--- src/axi_defs_pkg.sv ---
`default_nettype none
// AXI4 bus definitions
// Payload widths, burst and response codes, atomic transaction encodings

package axi_defs_pkg;

  localparam int unsigned AxiAddrWidth = 32;
  localparam int unsigned AxiDataWidth = 64;

  typedef logic [AxiAddrWidth-1:0]   axi_addr_t;
  typedef logic [AxiDataWidth-1:0]   axi_data_t;
  typedef logic [AxiDataWidth/8-1:0] axi_strb_t;
  typedef logic [7:0]                axi_len_t;
  typedef logic [2:0]                axi_size_t;
  typedef logic [1:0]                axi_burst_t;
  typedef logic [1:0]                axi_resp_t;
  typedef logic [5:0]                axi_atop_t;

  localparam axi_burst_t BurstIncr = 2'b01;

  localparam axi_resp_t RespOkay   = 2'b00;
  localparam axi_resp_t RespExokay = 2'b01;
  localparam axi_resp_t RespSlverr = 2'b10;

  // atop[5:4] kind, atop[3] endianness, atop[2:0] operation
  localparam logic [1:0] AtopAtomicLoad = 2'b10;
  localparam logic       AtopLittleEnd  = 1'b0;

  localparam logic [2:0] AtopAdd  = 3'b000;
  localparam logic [2:0] AtopClr  = 3'b001;
  localparam logic [2:0] AtopEor  = 3'b010;
  localparam logic [2:0] AtopSet  = 3'b011;
  localparam logic [2:0] AtopSmax = 3'b100;
  localparam logic [2:0] AtopSmin = 3'b101;
  localparam logic [2:0] AtopUmax = 3'b110;
  localparam logic [2:0] AtopUmin = 3'b111;

  localparam axi_atop_t AtopSwap = 6'b110000;

endpackage

`default_nettype wire

--- src/core_port_pkg.sv ---
`default_nettype none
// Core memory port definitions
// Payload widths and the RISC-V atomic opcode encoding

package core_port_pkg;

  typedef logic [31:0] core_data_t;
  typedef logic [3:0]  core_strb_t;

  typedef enum logic [3:0] {
    AmoNone = 4'h0,
    AmoSwap = 4'h1,
    AmoAdd  = 4'h2,
    AmoAnd  = 4'h3,
    AmoOr   = 4'h4,
    AmoXor  = 4'h5,
    AmoMax  = 4'h6,
    AmoMaxu = 4'h7,
    AmoMin  = 4'h8,
    AmoMinu = 4'h9
  } amo_op_t;

  // Byte address bits inside one core word
  localparam int unsigned CoreByteOffset = 2;

endpackage

`default_nettype wire

--- src/axi_bus_if.sv ---
`default_nettype none
// AXI4 bus with atomic transactions
// Five channels, single ID, master and slave views

interface axi_bus_if;

  axi_defs_pkg::axi_addr_t  aw_addr;
  axi_defs_pkg::axi_size_t  aw_size;
  axi_defs_pkg::axi_len_t   aw_len;
  axi_defs_pkg::axi_burst_t aw_burst;
  axi_defs_pkg::axi_atop_t  aw_atop;
  logic                     aw_valid;
  logic                     aw_ready;

  axi_defs_pkg::axi_data_t  w_data;
  axi_defs_pkg::axi_strb_t  w_strb;
  logic                     w_last;
  logic                     w_valid;
  logic                     w_ready;

  axi_defs_pkg::axi_resp_t  b_resp;
  logic                     b_valid;
  logic                     b_ready;

  axi_defs_pkg::axi_addr_t  ar_addr;
  axi_defs_pkg::axi_size_t  ar_size;
  axi_defs_pkg::axi_len_t   ar_len;
  axi_defs_pkg::axi_burst_t ar_burst;
  logic                     ar_valid;
  logic                     ar_ready;

  axi_defs_pkg::axi_data_t  r_data;
  axi_defs_pkg::axi_resp_t  r_resp;
  logic                     r_last;
  logic                     r_valid;
  logic                     r_ready;

  modport master (
    output aw_addr, aw_size, aw_len, aw_burst, aw_atop, aw_valid, input aw_ready,
    output w_data, w_strb, w_last, w_valid, input w_ready,
    input  b_resp, b_valid, output b_ready,
    output ar_addr, ar_size, ar_len, ar_burst, ar_valid, input ar_ready,
    input  r_data, r_resp, r_last, r_valid, output r_ready
  );

  modport slave (
    input  aw_addr, aw_size, aw_len, aw_burst, aw_atop, aw_valid, output aw_ready,
    input  w_data, w_strb, w_last, w_valid, output w_ready,
    output b_resp, b_valid, input b_ready,
    input  ar_addr, ar_size, ar_len, ar_burst, ar_valid, output ar_ready,
    output r_data, r_resp, r_last, r_valid, input r_ready
  );

endinterface

`default_nettype wire

--- src/axi_master_adapter.sv ---
`default_nettype none
// Core memory port to AXI4 master
// Steers narrow write data into its bus lane, maps RISC-V atomics to AXI
// atomic transactions and shifts read data back to the core width

module axi_master_adapter #(
  parameter int unsigned WriteFifoDepth = 2,
  parameter int unsigned ReadFifoDepth  = 2
) (
  input  logic                      clk_i,
  input  logic                      arst_n_i,
  input  axi_defs_pkg::axi_addr_t   q_addr_i,
  input  logic                      q_write_i,
  input  core_port_pkg::amo_op_t    q_amo_i,
  input  core_port_pkg::core_data_t q_data_i,
  input  core_port_pkg::core_strb_t q_strb_i,
  input  axi_defs_pkg::axi_size_t   q_size_i,
  input  axi_defs_pkg::axi_len_t    q_rlen_i,
  input  logic                      q_valid_i,
  output logic                      q_ready_o,
  output core_port_pkg::core_data_t p_data_o,
  output logic                      p_error_o,
  output logic                      p_last_o,
  output logic                      p_valid_o,
  input  logic                      p_ready_i,
  axi_bus_if.master                 axi
);

  localparam int unsigned AxiByteOffset = $clog2(axi_defs_pkg::AxiDataWidth / 8);
  localparam int unsigned LaneBits      = AxiByteOffset - core_port_pkg::CoreByteOffset;

  typedef logic [LaneBits-1:0] lane_t;

  typedef struct packed {
    core_port_pkg::core_data_t data;
    core_port_pkg::core_strb_t strb;
    lane_t                     lane;
  } wentry_t;

  logic    is_amo;
  logic    uses_aw;
  logic    uses_shift;
  logic    q_fire;
  logic    wfifo_full;
  logic    wfifo_empty;
  logic    rfifo_full;
  wentry_t wfifo_in;
  wentry_t wfifo_out;
  lane_t   r_lane;

  assign is_amo     = (q_amo_i != core_port_pkg::AmoNone);
  // Atomics go out on AW and also expect an R beat
  assign uses_aw    = q_write_i | is_amo;
  assign uses_shift = ~q_write_i | is_amo;
  assign q_fire     = q_valid_i & q_ready_o;

  always_comb begin
    wfifo_in.data = q_data_i;
    wfifo_in.strb = q_strb_i;
    wfifo_in.lane = q_addr_i[AxiByteOffset-1:core_port_pkg::CoreByteOffset];
    unique case (q_amo_i)
      core_port_pkg::AmoSwap: axi.aw_atop = axi_defs_pkg::AtopSwap;
      core_port_pkg::AmoAdd: begin
        axi.aw_atop = {axi_defs_pkg::AtopAtomicLoad, axi_defs_pkg::AtopLittleEnd,
                       axi_defs_pkg::AtopAdd};
      end
      core_port_pkg::AmoAnd: begin
        // AND becomes a clear of the inverted operand
        wfifo_in.data = ~q_data_i;
        axi.aw_atop   = {axi_defs_pkg::AtopAtomicLoad, axi_defs_pkg::AtopLittleEnd,
                         axi_defs_pkg::AtopClr};
      end
      core_port_pkg::AmoOr: begin
        axi.aw_atop = {axi_defs_pkg::AtopAtomicLoad, axi_defs_pkg::AtopLittleEnd,
                       axi_defs_pkg::AtopSet};
      end
      core_port_pkg::AmoXor: begin
        axi.aw_atop = {axi_defs_pkg::AtopAtomicLoad, axi_defs_pkg::AtopLittleEnd,
                       axi_defs_pkg::AtopEor};
      end
      core_port_pkg::AmoMax: begin
        axi.aw_atop = {axi_defs_pkg::AtopAtomicLoad, axi_defs_pkg::AtopLittleEnd,
                       axi_defs_pkg::AtopSmax};
      end
      core_port_pkg::AmoMaxu: begin
        axi.aw_atop = {axi_defs_pkg::AtopAtomicLoad, axi_defs_pkg::AtopLittleEnd,
                       axi_defs_pkg::AtopUmax};
      end
      core_port_pkg::AmoMin: begin
        axi.aw_atop = {axi_defs_pkg::AtopAtomicLoad, axi_defs_pkg::AtopLittleEnd,
                       axi_defs_pkg::AtopSmin};
      end
      core_port_pkg::AmoMinu: begin
        axi.aw_atop = {axi_defs_pkg::AtopAtomicLoad, axi_defs_pkg::AtopLittleEnd,
                       axi_defs_pkg::AtopUmin};
      end
      default: axi.aw_atop = '0;
    endcase
  end

  sync_fifo #(
    .Depth (WriteFifoDepth),
    .Width ($bits(wentry_t))
  ) u_wdata_fifo (
    .clk_i,
    .arst_n_i,
    .push_i  (q_fire & uses_aw),
    .data_i  (wfifo_in),
    .pop_i   (axi.w_valid & axi.w_ready),
    .data_o  (wfifo_out),
    .full_o  (wfifo_full),
    .empty_o (wfifo_empty)
  );

  // Holds the lane of each outstanding read until its last beat
  sync_fifo #(
    .Depth (ReadFifoDepth),
    .Width (LaneBits)
  ) u_rshift_fifo (
    .clk_i,
    .arst_n_i,
    .push_i  (q_fire & uses_shift),
    .data_i  (q_addr_i[AxiByteOffset-1:core_port_pkg::CoreByteOffset]),
    .pop_i   (axi.r_valid & axi.r_ready & axi.r_last),
    .data_o  (r_lane),
    .full_o  (rfifo_full),
    .empty_o ()
  );

  assign axi.aw_addr  = q_addr_i;
  assign axi.aw_size  = q_size_i;
  assign axi.aw_len   = '0;
  assign axi.aw_burst = axi_defs_pkg::BurstIncr;
  assign axi.aw_valid = q_valid_i & uses_aw & ~wfifo_full & ~(is_amo & rfifo_full);

  assign axi.w_data  = axi_defs_pkg::axi_data_t'(wfifo_out.data)
                       << ($bits(core_port_pkg::core_data_t) * wfifo_out.lane);
  assign axi.w_strb  = axi_defs_pkg::axi_strb_t'(wfifo_out.strb)
                       << ($bits(core_port_pkg::core_strb_t) * wfifo_out.lane);
  assign axi.w_last  = 1'b1;
  assign axi.w_valid = ~wfifo_empty;

  assign axi.b_ready = 1'b1;

  assign axi.ar_addr  = q_addr_i;
  assign axi.ar_size  = q_size_i;
  assign axi.ar_len   = q_rlen_i;
  assign axi.ar_burst = axi_defs_pkg::BurstIncr;
  assign axi.ar_valid = q_valid_i & ~uses_aw & ~rfifo_full;

  assign q_ready_o = (axi.aw_valid & axi.aw_ready) | (axi.ar_valid & axi.ar_ready);

  assign p_data_o  = core_port_pkg::core_data_t'(axi.r_data
                     >> ($bits(core_port_pkg::core_data_t) * r_lane));
  assign p_error_o = !(axi.r_resp inside {axi_defs_pkg::RespOkay, axi_defs_pkg::RespExokay});
  assign p_last_o  = axi.r_last;
  assign p_valid_o = axi.r_valid;
  assign axi.r_ready = p_ready_i;

  a_no_write_burst : assert property (@(posedge clk_i) disable iff (!arst_n_i)
    (q_fire && uses_aw) |-> (q_rlen_i == '0));

endmodule

`default_nettype wire

--- src/sync_fifo.sv ---
`default_nettype none
// Synchronous first-word-fall-through FIFO
// Register array with a fill counter, head word always visible on data_o

module sync_fifo #(
  parameter int unsigned Depth = 2,
  parameter int unsigned Width = 8
) (
  input  logic             clk_i,
  input  logic             arst_n_i,
  input  logic             push_i,
  input  logic [Width-1:0] data_i,
  input  logic             pop_i,
  output logic [Width-1:0] data_o,
  output logic             full_o,
  output logic             empty_o
);

  localparam int unsigned PtrWidth = (Depth > 1) ? $clog2(Depth) : 1;
  localparam int unsigned CntWidth = $clog2(Depth + 1);

  logic [Width-1:0]    mem_q [Depth];
  logic [PtrWidth-1:0] wr_ptr_q;
  logic [PtrWidth-1:0] rd_ptr_q;
  logic [CntWidth-1:0] count_q;

  always_ff @(posedge clk_i or negedge arst_n_i) begin
    if (!arst_n_i) begin
      wr_ptr_q <= '0;
      rd_ptr_q <= '0;
      count_q  <= '0;
    end else begin
      if (push_i) begin
        wr_ptr_q <= (wr_ptr_q == PtrWidth'(Depth - 1)) ? '0 : wr_ptr_q + 1'b1;
      end
      if (pop_i) begin
        rd_ptr_q <= (rd_ptr_q == PtrWidth'(Depth - 1)) ? '0 : rd_ptr_q + 1'b1;
      end
      count_q <= count_q + CntWidth'(push_i) - CntWidth'(pop_i);
    end
  end

  always_ff @(posedge clk_i) begin
    if (push_i) begin
      mem_q[wr_ptr_q] <= data_i;
    end
  end

  assign data_o  = mem_q[rd_ptr_q];
  assign full_o  = (count_q == CntWidth'(Depth));
  assign empty_o = (count_q == '0);

  a_no_overflow : assert property (@(posedge clk_i) disable iff (!arst_n_i)
    push_i |-> !full_o);
  a_no_underflow : assert property (@(posedge clk_i) disable iff (!arst_n_i)
    pop_i |-> !empty_o);

endmodule

`default_nettype wire

--- src/flat_wrapper.sv ---
// flat-port wrapper written by rule: the top's interface ports become plain ports
module axi_master_adapter_flat 
#(
  parameter int unsigned WriteFifoDepth = 2,
  parameter int unsigned ReadFifoDepth  = 2
)
  (clk_i, arst_n_i, q_addr_i, q_write_i, q_amo_i, q_data_i, q_strb_i, q_size_i, q_rlen_i, q_valid_i, q_ready_o, p_data_o, p_error_o, p_last_o, p_valid_o, p_ready_i, axi_aw_addr, axi_aw_size, axi_aw_len, axi_aw_burst, axi_aw_atop, axi_aw_valid, axi_aw_ready, axi_w_data, axi_w_strb, axi_w_last, axi_w_valid, axi_w_ready, axi_b_resp, axi_b_valid, axi_b_ready, axi_ar_addr, axi_ar_size, axi_ar_len, axi_ar_burst, axi_ar_valid, axi_ar_ready, axi_r_data, axi_r_resp, axi_r_last, axi_r_valid, axi_r_ready);
  axi_bus_if axi_i ();
  input  logic clk_i;
  input  logic arst_n_i;
  input  axi_defs_pkg::axi_addr_t q_addr_i;
  input  logic q_write_i;
  input  core_port_pkg::amo_op_t q_amo_i;
  input  core_port_pkg::core_data_t q_data_i;
  input  core_port_pkg::core_strb_t q_strb_i;
  input  axi_defs_pkg::axi_size_t q_size_i;
  input  axi_defs_pkg::axi_len_t q_rlen_i;
  input  logic q_valid_i;
  output logic q_ready_o;
  output core_port_pkg::core_data_t p_data_o;
  output logic p_error_o;
  output logic p_last_o;
  output logic p_valid_o;
  input  logic p_ready_i;
  output wire logic [$bits(axi_i.aw_addr)-1:0] axi_aw_addr;
  output wire logic [$bits(axi_i.aw_size)-1:0] axi_aw_size;
  output wire logic [$bits(axi_i.aw_len)-1:0] axi_aw_len;
  output wire logic [$bits(axi_i.aw_burst)-1:0] axi_aw_burst;
  output wire logic [$bits(axi_i.aw_atop)-1:0] axi_aw_atop;
  output wire logic [$bits(axi_i.aw_valid)-1:0] axi_aw_valid;
  input wire logic [$bits(axi_i.aw_ready)-1:0] axi_aw_ready;
  output wire logic [$bits(axi_i.w_data)-1:0] axi_w_data;
  output wire logic [$bits(axi_i.w_strb)-1:0] axi_w_strb;
  output wire logic [$bits(axi_i.w_last)-1:0] axi_w_last;
  output wire logic [$bits(axi_i.w_valid)-1:0] axi_w_valid;
  input wire logic [$bits(axi_i.w_ready)-1:0] axi_w_ready;
  input wire logic [$bits(axi_i.b_resp)-1:0] axi_b_resp;
  input wire logic [$bits(axi_i.b_valid)-1:0] axi_b_valid;
  output wire logic [$bits(axi_i.b_ready)-1:0] axi_b_ready;
  output wire logic [$bits(axi_i.ar_addr)-1:0] axi_ar_addr;
  output wire logic [$bits(axi_i.ar_size)-1:0] axi_ar_size;
  output wire logic [$bits(axi_i.ar_len)-1:0] axi_ar_len;
  output wire logic [$bits(axi_i.ar_burst)-1:0] axi_ar_burst;
  output wire logic [$bits(axi_i.ar_valid)-1:0] axi_ar_valid;
  input wire logic [$bits(axi_i.ar_ready)-1:0] axi_ar_ready;
  input wire logic [$bits(axi_i.r_data)-1:0] axi_r_data;
  input wire logic [$bits(axi_i.r_resp)-1:0] axi_r_resp;
  input wire logic [$bits(axi_i.r_last)-1:0] axi_r_last;
  input wire logic [$bits(axi_i.r_valid)-1:0] axi_r_valid;
  output wire logic [$bits(axi_i.r_ready)-1:0] axi_r_ready;
  assign axi_aw_addr = axi_i.aw_addr;
  assign axi_aw_size = axi_i.aw_size;
  assign axi_aw_len = axi_i.aw_len;
  assign axi_aw_burst = axi_i.aw_burst;
  assign axi_aw_atop = axi_i.aw_atop;
  assign axi_aw_valid = axi_i.aw_valid;
  assign axi_i.aw_ready = axi_aw_ready;
  assign axi_w_data = axi_i.w_data;
  assign axi_w_strb = axi_i.w_strb;
  assign axi_w_last = axi_i.w_last;
  assign axi_w_valid = axi_i.w_valid;
  assign axi_i.w_ready = axi_w_ready;
  assign axi_i.b_resp = axi_b_resp;
  assign axi_i.b_valid = axi_b_valid;
  assign axi_b_ready = axi_i.b_ready;
  assign axi_ar_addr = axi_i.ar_addr;
  assign axi_ar_size = axi_i.ar_size;
  assign axi_ar_len = axi_i.ar_len;
  assign axi_ar_burst = axi_i.ar_burst;
  assign axi_ar_valid = axi_i.ar_valid;
  assign axi_i.ar_ready = axi_ar_ready;
  assign axi_i.r_data = axi_r_data;
  assign axi_i.r_resp = axi_r_resp;
  assign axi_i.r_last = axi_r_last;
  assign axi_i.r_valid = axi_r_valid;
  assign axi_r_ready = axi_i.r_ready;
  axi_master_adapter #(.WriteFifoDepth(WriteFifoDepth), .ReadFifoDepth(ReadFifoDepth)) u_core (.clk_i(clk_i), .arst_n_i(arst_n_i), .q_addr_i(q_addr_i), .q_write_i(q_write_i), .q_amo_i(q_amo_i), .q_data_i(q_data_i), .q_strb_i(q_strb_i), .q_size_i(q_size_i), .q_rlen_i(q_rlen_i), .q_valid_i(q_valid_i), .q_ready_o(q_ready_o), .p_data_o(p_data_o), .p_error_o(p_error_o), .p_last_o(p_last_o), .p_valid_o(p_valid_o), .p_ready_i(p_ready_i), .axi(axi_i));
endmodule
--- config.mk ---
export PLATFORM = sky130hd
export DESIGN_NAME = axi_master_adapter_flat
export DESIGN_NICKNAME = d
export VERILOG_FILES = /design/src/axi_defs_pkg.sv /design/src/core_port_pkg.sv /design/src/axi_bus_if.sv /design/src/axi_master_adapter.sv /design/src/sync_fifo.sv /design/src/flat_wrapper.sv
export SDC_FILE = /design/constraint.sdc
export NUM_CORES = 1
export LEC_CHECK = 0
export ABC_CLOCK_PERIOD_IN_PS = 3900
export BUFFER_PORTS_ARGS = -buffer_cell sky130_fd_sc_hd__buf_2
export CORE_AREA = 8 8 136 138
export DETAILED_ROUTE_END_ITERATION = 10
export DIE_AREA = 0 0 144 146
export GPL_TIMING_DRIVEN = 0
export PLACE_DENSITY_LB_ADDON = 0.2
export SYNTH_ARGS = -nofsm -noshare
export SYNTH_HDL_FRONTEND = slang
export SYNTH_SLANG_ARGS = --single-unit
--- constraint.sdc ---
create_clock -name clk_i -period 3.9 [get_ports clk_i]
set_input_delay 0.78 -clock clk_i [delete_from_list [all_inputs] [get_ports clk_i]]
set_output_delay 0.78 -clock clk_i [all_outputs]
set_load 0.01 [all_outputs]
-- Yosys cells after proc, flatten, opt, wreduce, memory -nomap -nowiden
Memories as Yosys holds them, arrays and structs flattened.
Cells that the tools add are included.
- reductions and logical operators: 5
- equal/unequal tests: 12
- shift operators: 3
- bitwise operators: 24
- add/subtract/negate cells: 8
- muxes and demuxes: 10
- operator list (operator ; count):
    $shl 32x6->64 ; 1
    $shr 64x6->32 ; 1
    $pmux 6 s9 ; 1
    $mux 32 ; 1
    $not 32->32 ; 1
    $eq 4x3->1 const B ; 4
    $and 1x1->1 ; 14
    $eq 4x2->1 const B ; 2
    $eq 4x4->1 const B ; 2
    $mux 1 ; 8
    $shl 4x3->8 ; 1
    $not 1->1 ; 6
    $add 1x1->1 const B ; 4
    $add 2x1->2 ; 2
    $eq 2x2->1 const B ; 2
    $eq 4x1->1 const B ; 1
    $logic_not 2->1 ; 2
    $reduce_bool 4->1 ; 1
    $sub 2x1->2 ; 2
    $or 1x1->1 ; 3
    $eq 2x1->1 const B ; 1
    $reduce_bool 2->1 ; 1
    $logic_not 1->1 ; 1
- word-level logic and storage cells: 70
- bits in registers: 8
- memories kept: 2
- RAM bits: 76
- output and inout port bits: 210
- memories (memory ; words ; bits a word ; read ports ; clocked after memory_dff ; write ports ; line ; source):
    u_core.u_wdata_fifo.mem_q ; 2 ; 37 ; 1 ; 0 ; 1 ; sync_fifo.sv:22 ; logic [Width-1:0] mem_q [Depth];
    u_core.u_rshift_fifo.mem_q ; 2 ; 1 ; 1 ; 0 ; 1 ; sync_fifo.sv:22 ;

-- Longest topological paths before layout
- depth in word-level cells: 11
- depth in mapped cells: 7
- mapped depth without buffers: 7

-- By module
Synthesis repeated with hierarchy kept, for this count alone.
- cell total of the unflattened synthesis: 427
- area, all modules: 5288.8 sq um
- modules (own cells, without submodules) (module ; area an instance (sq um) ; instances ; sequential area each (sq um) ; cells an instance):
    sync_fifo (u_core.u_wdata_fifo) ; 2949.1 ; 1 ; 2322.2 ; 130
    axi_master_adapter ; 2072.0 ; 1 ; 0.0 ; 279
    sync_fifo (u_core.u_rshift_fifo) ; 267.8 ; 1 ; 160.2 ; 18

-- Worst setup path after synthesis
OpenSTA, ideal clock, no wires.
- kind: in2reg
- start: input port q_amo_i[0]
- end: memory u_core.u_wdata_fifo.mem_q[0][0] (netlist name) (enable)
- buffers on the path: 0
- library setup time: 477 ps
- slack: -791 ps
- data arrival time: 4214 ps
- stages: 3
- data required time: 3423 ps
- cell sequence: or4_4 mux2_4 nor3_1
- longest elaborated chain between the ends: 11
- RTL lines (element ; line ; source):
    from (decl) ; flat_wrapper.sv:13 ; input core_port_pkg::amo_op_t q_amo_i;
    $reduce_bool 4->1 (*) ; axi_master_adapter.sv:51 ; assign is_amo = (q_amo_i != core_port_pkg::AmoNone);
    $or 1x1->1 ; axi_master_adapter.sv:53 ; assign uses_aw = q_write_i | is_amo;
    $and 1x1->1 / $not 1->1 (equally long branches) ; axi_master_adapter.sv:134, axi_master_adapter.sv:149 ;
    $and 1x1->1 (on tied branches) (2 in a row) ; axi_master_adapter.sv:134, axi_master_adapter.sv:149 ;
    $and 1x1->1 ; axi_master_adapter.sv:151 ; assign q_ready_o = (axi.aw_valid & axi.aw_ready) | (axi.ar_valid & axi.ar_ready);
    $or 1x1->1 ; axi_master_adapter.sv:151 ;
    $and 1x1->1 ; axi_master_adapter.sv:55 ; assign q_fire = q_valid_i & q_ready_o;
    $and 1x1->1 (*) ; axi_master_adapter.sv:107 ; .push_i (q_fire & uses_aw),
    $mux 1 (*) ; sync_fifo.sv:44 ; if (push_i) begin
    $mux 1 (implied by the code) (*) ; sync_fifo.sv:45 ; mem_q[wr_ptr_q] <= data_i;
    to (decl) ; sync_fifo.sv:22 ;
Every way passes the cells marked *; elsewhere a longest branch is shown, timed or not.

-- Worst setup path in the final report
- start: register u_core.u_wdata_fifo.rd_ptr_q
- end: output port axi_w_strb[7]
- longest elaborated chain between the ends: 2
- RTL lines (element ; line ; source):
    from (decl) ; sync_fifo.sv:24 ; logic [PtrWidth-1:0] rd_ptr_q;
    from (signal assigned) ; sync_fifo.sv:37 ; rd_ptr_q <= (rd_ptr_q == PtrWidth'(Depth - 1)) ? '0 : rd_ptr_q + 1'b1;
    $mem_v2 2x37 ; -- ;
    $shl 4x3->8 ; axi_master_adapter.sv:138 ; assign axi.w_strb = axi_defs_pkg::axi_strb_t'(wfifo_out.strb)
    to (decl) ; flat_wrapper.sv:33 ; output wire logic [$bits(axi_i.w_strb)-1:0] axi_w_strb;
No other way between the ends.

==> impl_metrics.yaml <==
run_status:
  outcome: "finished clean"
sta:
  hold_viol: 0
  whs_ps: 297
  setup_violations: 0
  fmax_mhz: 289
  clock_skew_ps: 4.70
  max_slew_margin_pct: 13.0
  grt_setup_unrepaired: "false"
  tightest_slew_ps: 1270
  period_share_pct: 88.8
  fin_crit_ps: 3460
  slew_viol_final: 0
power:
  switchingPower_w: 0.00141
  p_sw_share_pct: 37.4
  p_clk_share_pct: 19.8
  powerDensity_nw_per_um2: 523
  internal_power_w: 0.00236
  p_leak_nw: 3.66
  p_comb_share_pct: 48.4
  power_frac_seq_pct: 31.7
  vdd_drop_max_v: 0.000283
logic_synthesis:
  synth_warnings: 0
  yosysTopAreaCell: "edfxtp_1"
  ys_seq_elements: 84
  syn_area_per_cell_um2: 11.5
  ys_seq_area_share_pct: 49.7
  synth_top_family_by_area: "buffers and inverters"
  async_flop_share_pct: 9.52
  netlist_instances: 433
  synth_mux_area_share_pct: 15.4
  yosys.area_share.adder_pct: 1.00
  synth_simple_gate_area_share_pct: 8.82
  synth.top_cells.by_area: "edfxtp_1, buf_4, mux2i_1, mux2_2, xor2_1"
  synth_top_cell_area_share_pct: 45.7
  synth_compound_area_share_pct: 1.13
  synth_edf_count: 76
  synth_cell_types: 38
  syn_area_um2: 4990
  synthFlopType: "edfxtp_1"
  synth_xor_area_share_pct: 7.17
layout:
  drive_above_1_share_pct: 61.6
  area_growth_pct: 44.7
  num-fill-cells: 1622
  multi_input_area_um2: 1740
  fin_util_pct: 44.4
  fin_nets: 935
  regArea_um2: 2480
  instances_no_fill: 996
global_routing:
  grt_pass1_vias: 4355
  antenna_found_initial: 5
  grt_overflow: 0
  grt_max_degree: 20
  grt_first_pass_wirelength_um: 27600
  grt_use_total_pct: 17.9
route:
  antenna_left: 0
  wl_per_cell_um: 19.7
  avgViaCountPerCell: 4.21
  drt_iter0_drc: 118
  dr.pass1.iters: 4
  num_vias: 4189
  drc: 0
  routed_wl_um: 19600
cts:
  cts.htree.levels: 3
  numCtsBuffers: 9
  cts-root-buf: "clkbuf_16"
  cts_resized: 0
  cts_tree: "done"
  clockBufferDepth: 2
  post_cts_buffers: 0
  clkSlewWorstSetupHoldPaths_ps: 60
  cts.sinks: 84
  clock_latency_ps: 330
  hold_buffers: 0
worst_setup_path:
  cp_max_fo: 10
  endpoint_kind: "output pin"
  worst_setup_path_start_kind: "flip-flop"
  critPathKind: "reg2out"
  cp.arrival_ps: 2680
  cp.required_ps: 3120
placed_design:
  place_inst: 978
  place_congestion: 0.961
  dp_hpwl_um: 16900
  port_buffers: 309
floorplanning:
  ios: 372
  core_um2: 16300
  fp.dieW_um: 144
  die_area_um2: 21000
  rows: 47
  die_y_um: 146
  initial_utilization_pct: 30.6
worst_hold_path:
  hold_class: "in2async"
run:
  max_cap_violations: 0
area by class of cell:
class | instances | area share, %
flip-flops and latches | 84 | 34.4
multi-input cells | 240 | 24.1
repair buffers | 312 | 22.5
plain buffers | 115 | 11.1
well taps | 220 | 3.81
clock buffers | 11 | 3.22
clock inverters | 4 | 0.364
inverters | 7 | 0.364
diodes | 3 | 0.104
layout by cell type (no fill, tap or decap), drive strengths merged, types with 8 or more instances in the layout:
master,synthesis,layout
buf,109,421
clkbuf,6,17
conb,2,15
dfrtp,8,8
edfxtp,76,76
inv,7,8
mux2,34,34
mux2i,38,38
nor2,79,79
xor2,36,36
metrics by stage:
step	worst slack, ps	power [W]	cell area, um2	TNS, ps
finish	436	0.00378	7220	0
floorplan	352	0.00230	5050	0
global route	224	0.00401	7220	0
detailed placement	723	0.00308	6960	0
CTS	354	0.00385	7220	0
global placement	-760	0.00303	6870	-28080
power by group through the flow:
| stage | Clock, W | Combinational, W | Sequential, W |
|---|---|---|---|
| 3_3_place_gp | 0 | 0.00181 | 0.00122 |
| 4_1_cts | 0.000771 | 0.00187 | 0.00120 |
| 3_5_place_dp | 0 | 0.00187 | 0.00122 |
| 2_1_floorplan | 0 | 0.00110 | 0.00121 |
| 6_report | 0.000749 | 0.00183 | 0.00120 |
| 5_1_grt | 0.000807 | 0.00199 | 0.00121 |
cell families (layout without fill, tap and decap cells):
logic type,count (synthesis),count (layout)
buffers and inverters,122,449
and+or+nand+nor,100,100
DFF,84,84
muxes,72,72
xor gates and xnor gates,40,40
AOI/OAI and AO/OA,9,9
adders and majority gates,4,4
other,2,18
worst paths after layout:
check                                                      from                          endpoint  slack (ps)  depth (start not counted)
min in group clk_i              u_core.u_rshift_fifo.count_q[1]   u_core.u_rshift_fifo.count_q[1]         470                          1
worst min register to register  u_core.u_rshift_fifo.count_q[1]   u_core.u_rshift_fifo.count_q[1]         470                          1
worst max register to register  u_core.u_rshift_fifo.count_q[1]  u_core.u_wdata_fifo.mem_q[1][29]        1800                          5
worst min-delay path                                   arst_n_i    u_core.u_wdata_fifo.count_q[1]         300                          1
worst max-delay path               u_core.u_wdata_fifo.rd_ptr_q                     axi_w_strb[7]         440                          5
max in group asynchronous                              arst_n_i      u_core.u_wdata_fifo.wr_ptr_q        3410                          1
per-layer routing:
layer  track usage (%)  wire length (um)  vias up
met5                 0                28        -
met4              5.31               338        4
met3              5.18              1810       23
met2              32.8             10200      202
met1              19.2              7250     1934
li1                  -                 -     2026
Yosys cell counts (all sizes together), types with 3 or more instances:
master / count
dfrtp: 8
xnor2: 4
nor2: 79
a21oi: 3
mux2: 34
clkbuf: 6
edfxtp: 76
inv: 7
mux2i: 38
ha: 4
xor2: 36
buf: 109
and2: 3
critical path, stage by stage, from the launching register on:
cell and delay, ps:
dfrtp_1 320, clkbuf_1 160, mux2i_1 1040, clkbuf_1 560, nor2_1 110, buf_2 160
state kept, by name, indices dropped and copies added, names as in the netlist:
signal / count
u_core.u_rshift_fifo.count_q: 2
u_core.u_wdata_fifo.wr_ptr_q: 1
u_core.u_wdata_fifo.mem_q: 74
u_core.u_rshift_fifo.rd_ptr_q: 1
u_core.u_wdata_fifo.count_q: 2
u_core.u_wdata_fifo.rd_ptr_q: 1
u_core.u_rshift_fifo.mem_q: 2
u_core.u_rshift_fifo.wr_ptr_q: 1
Power figures use the tool's default switching activity.
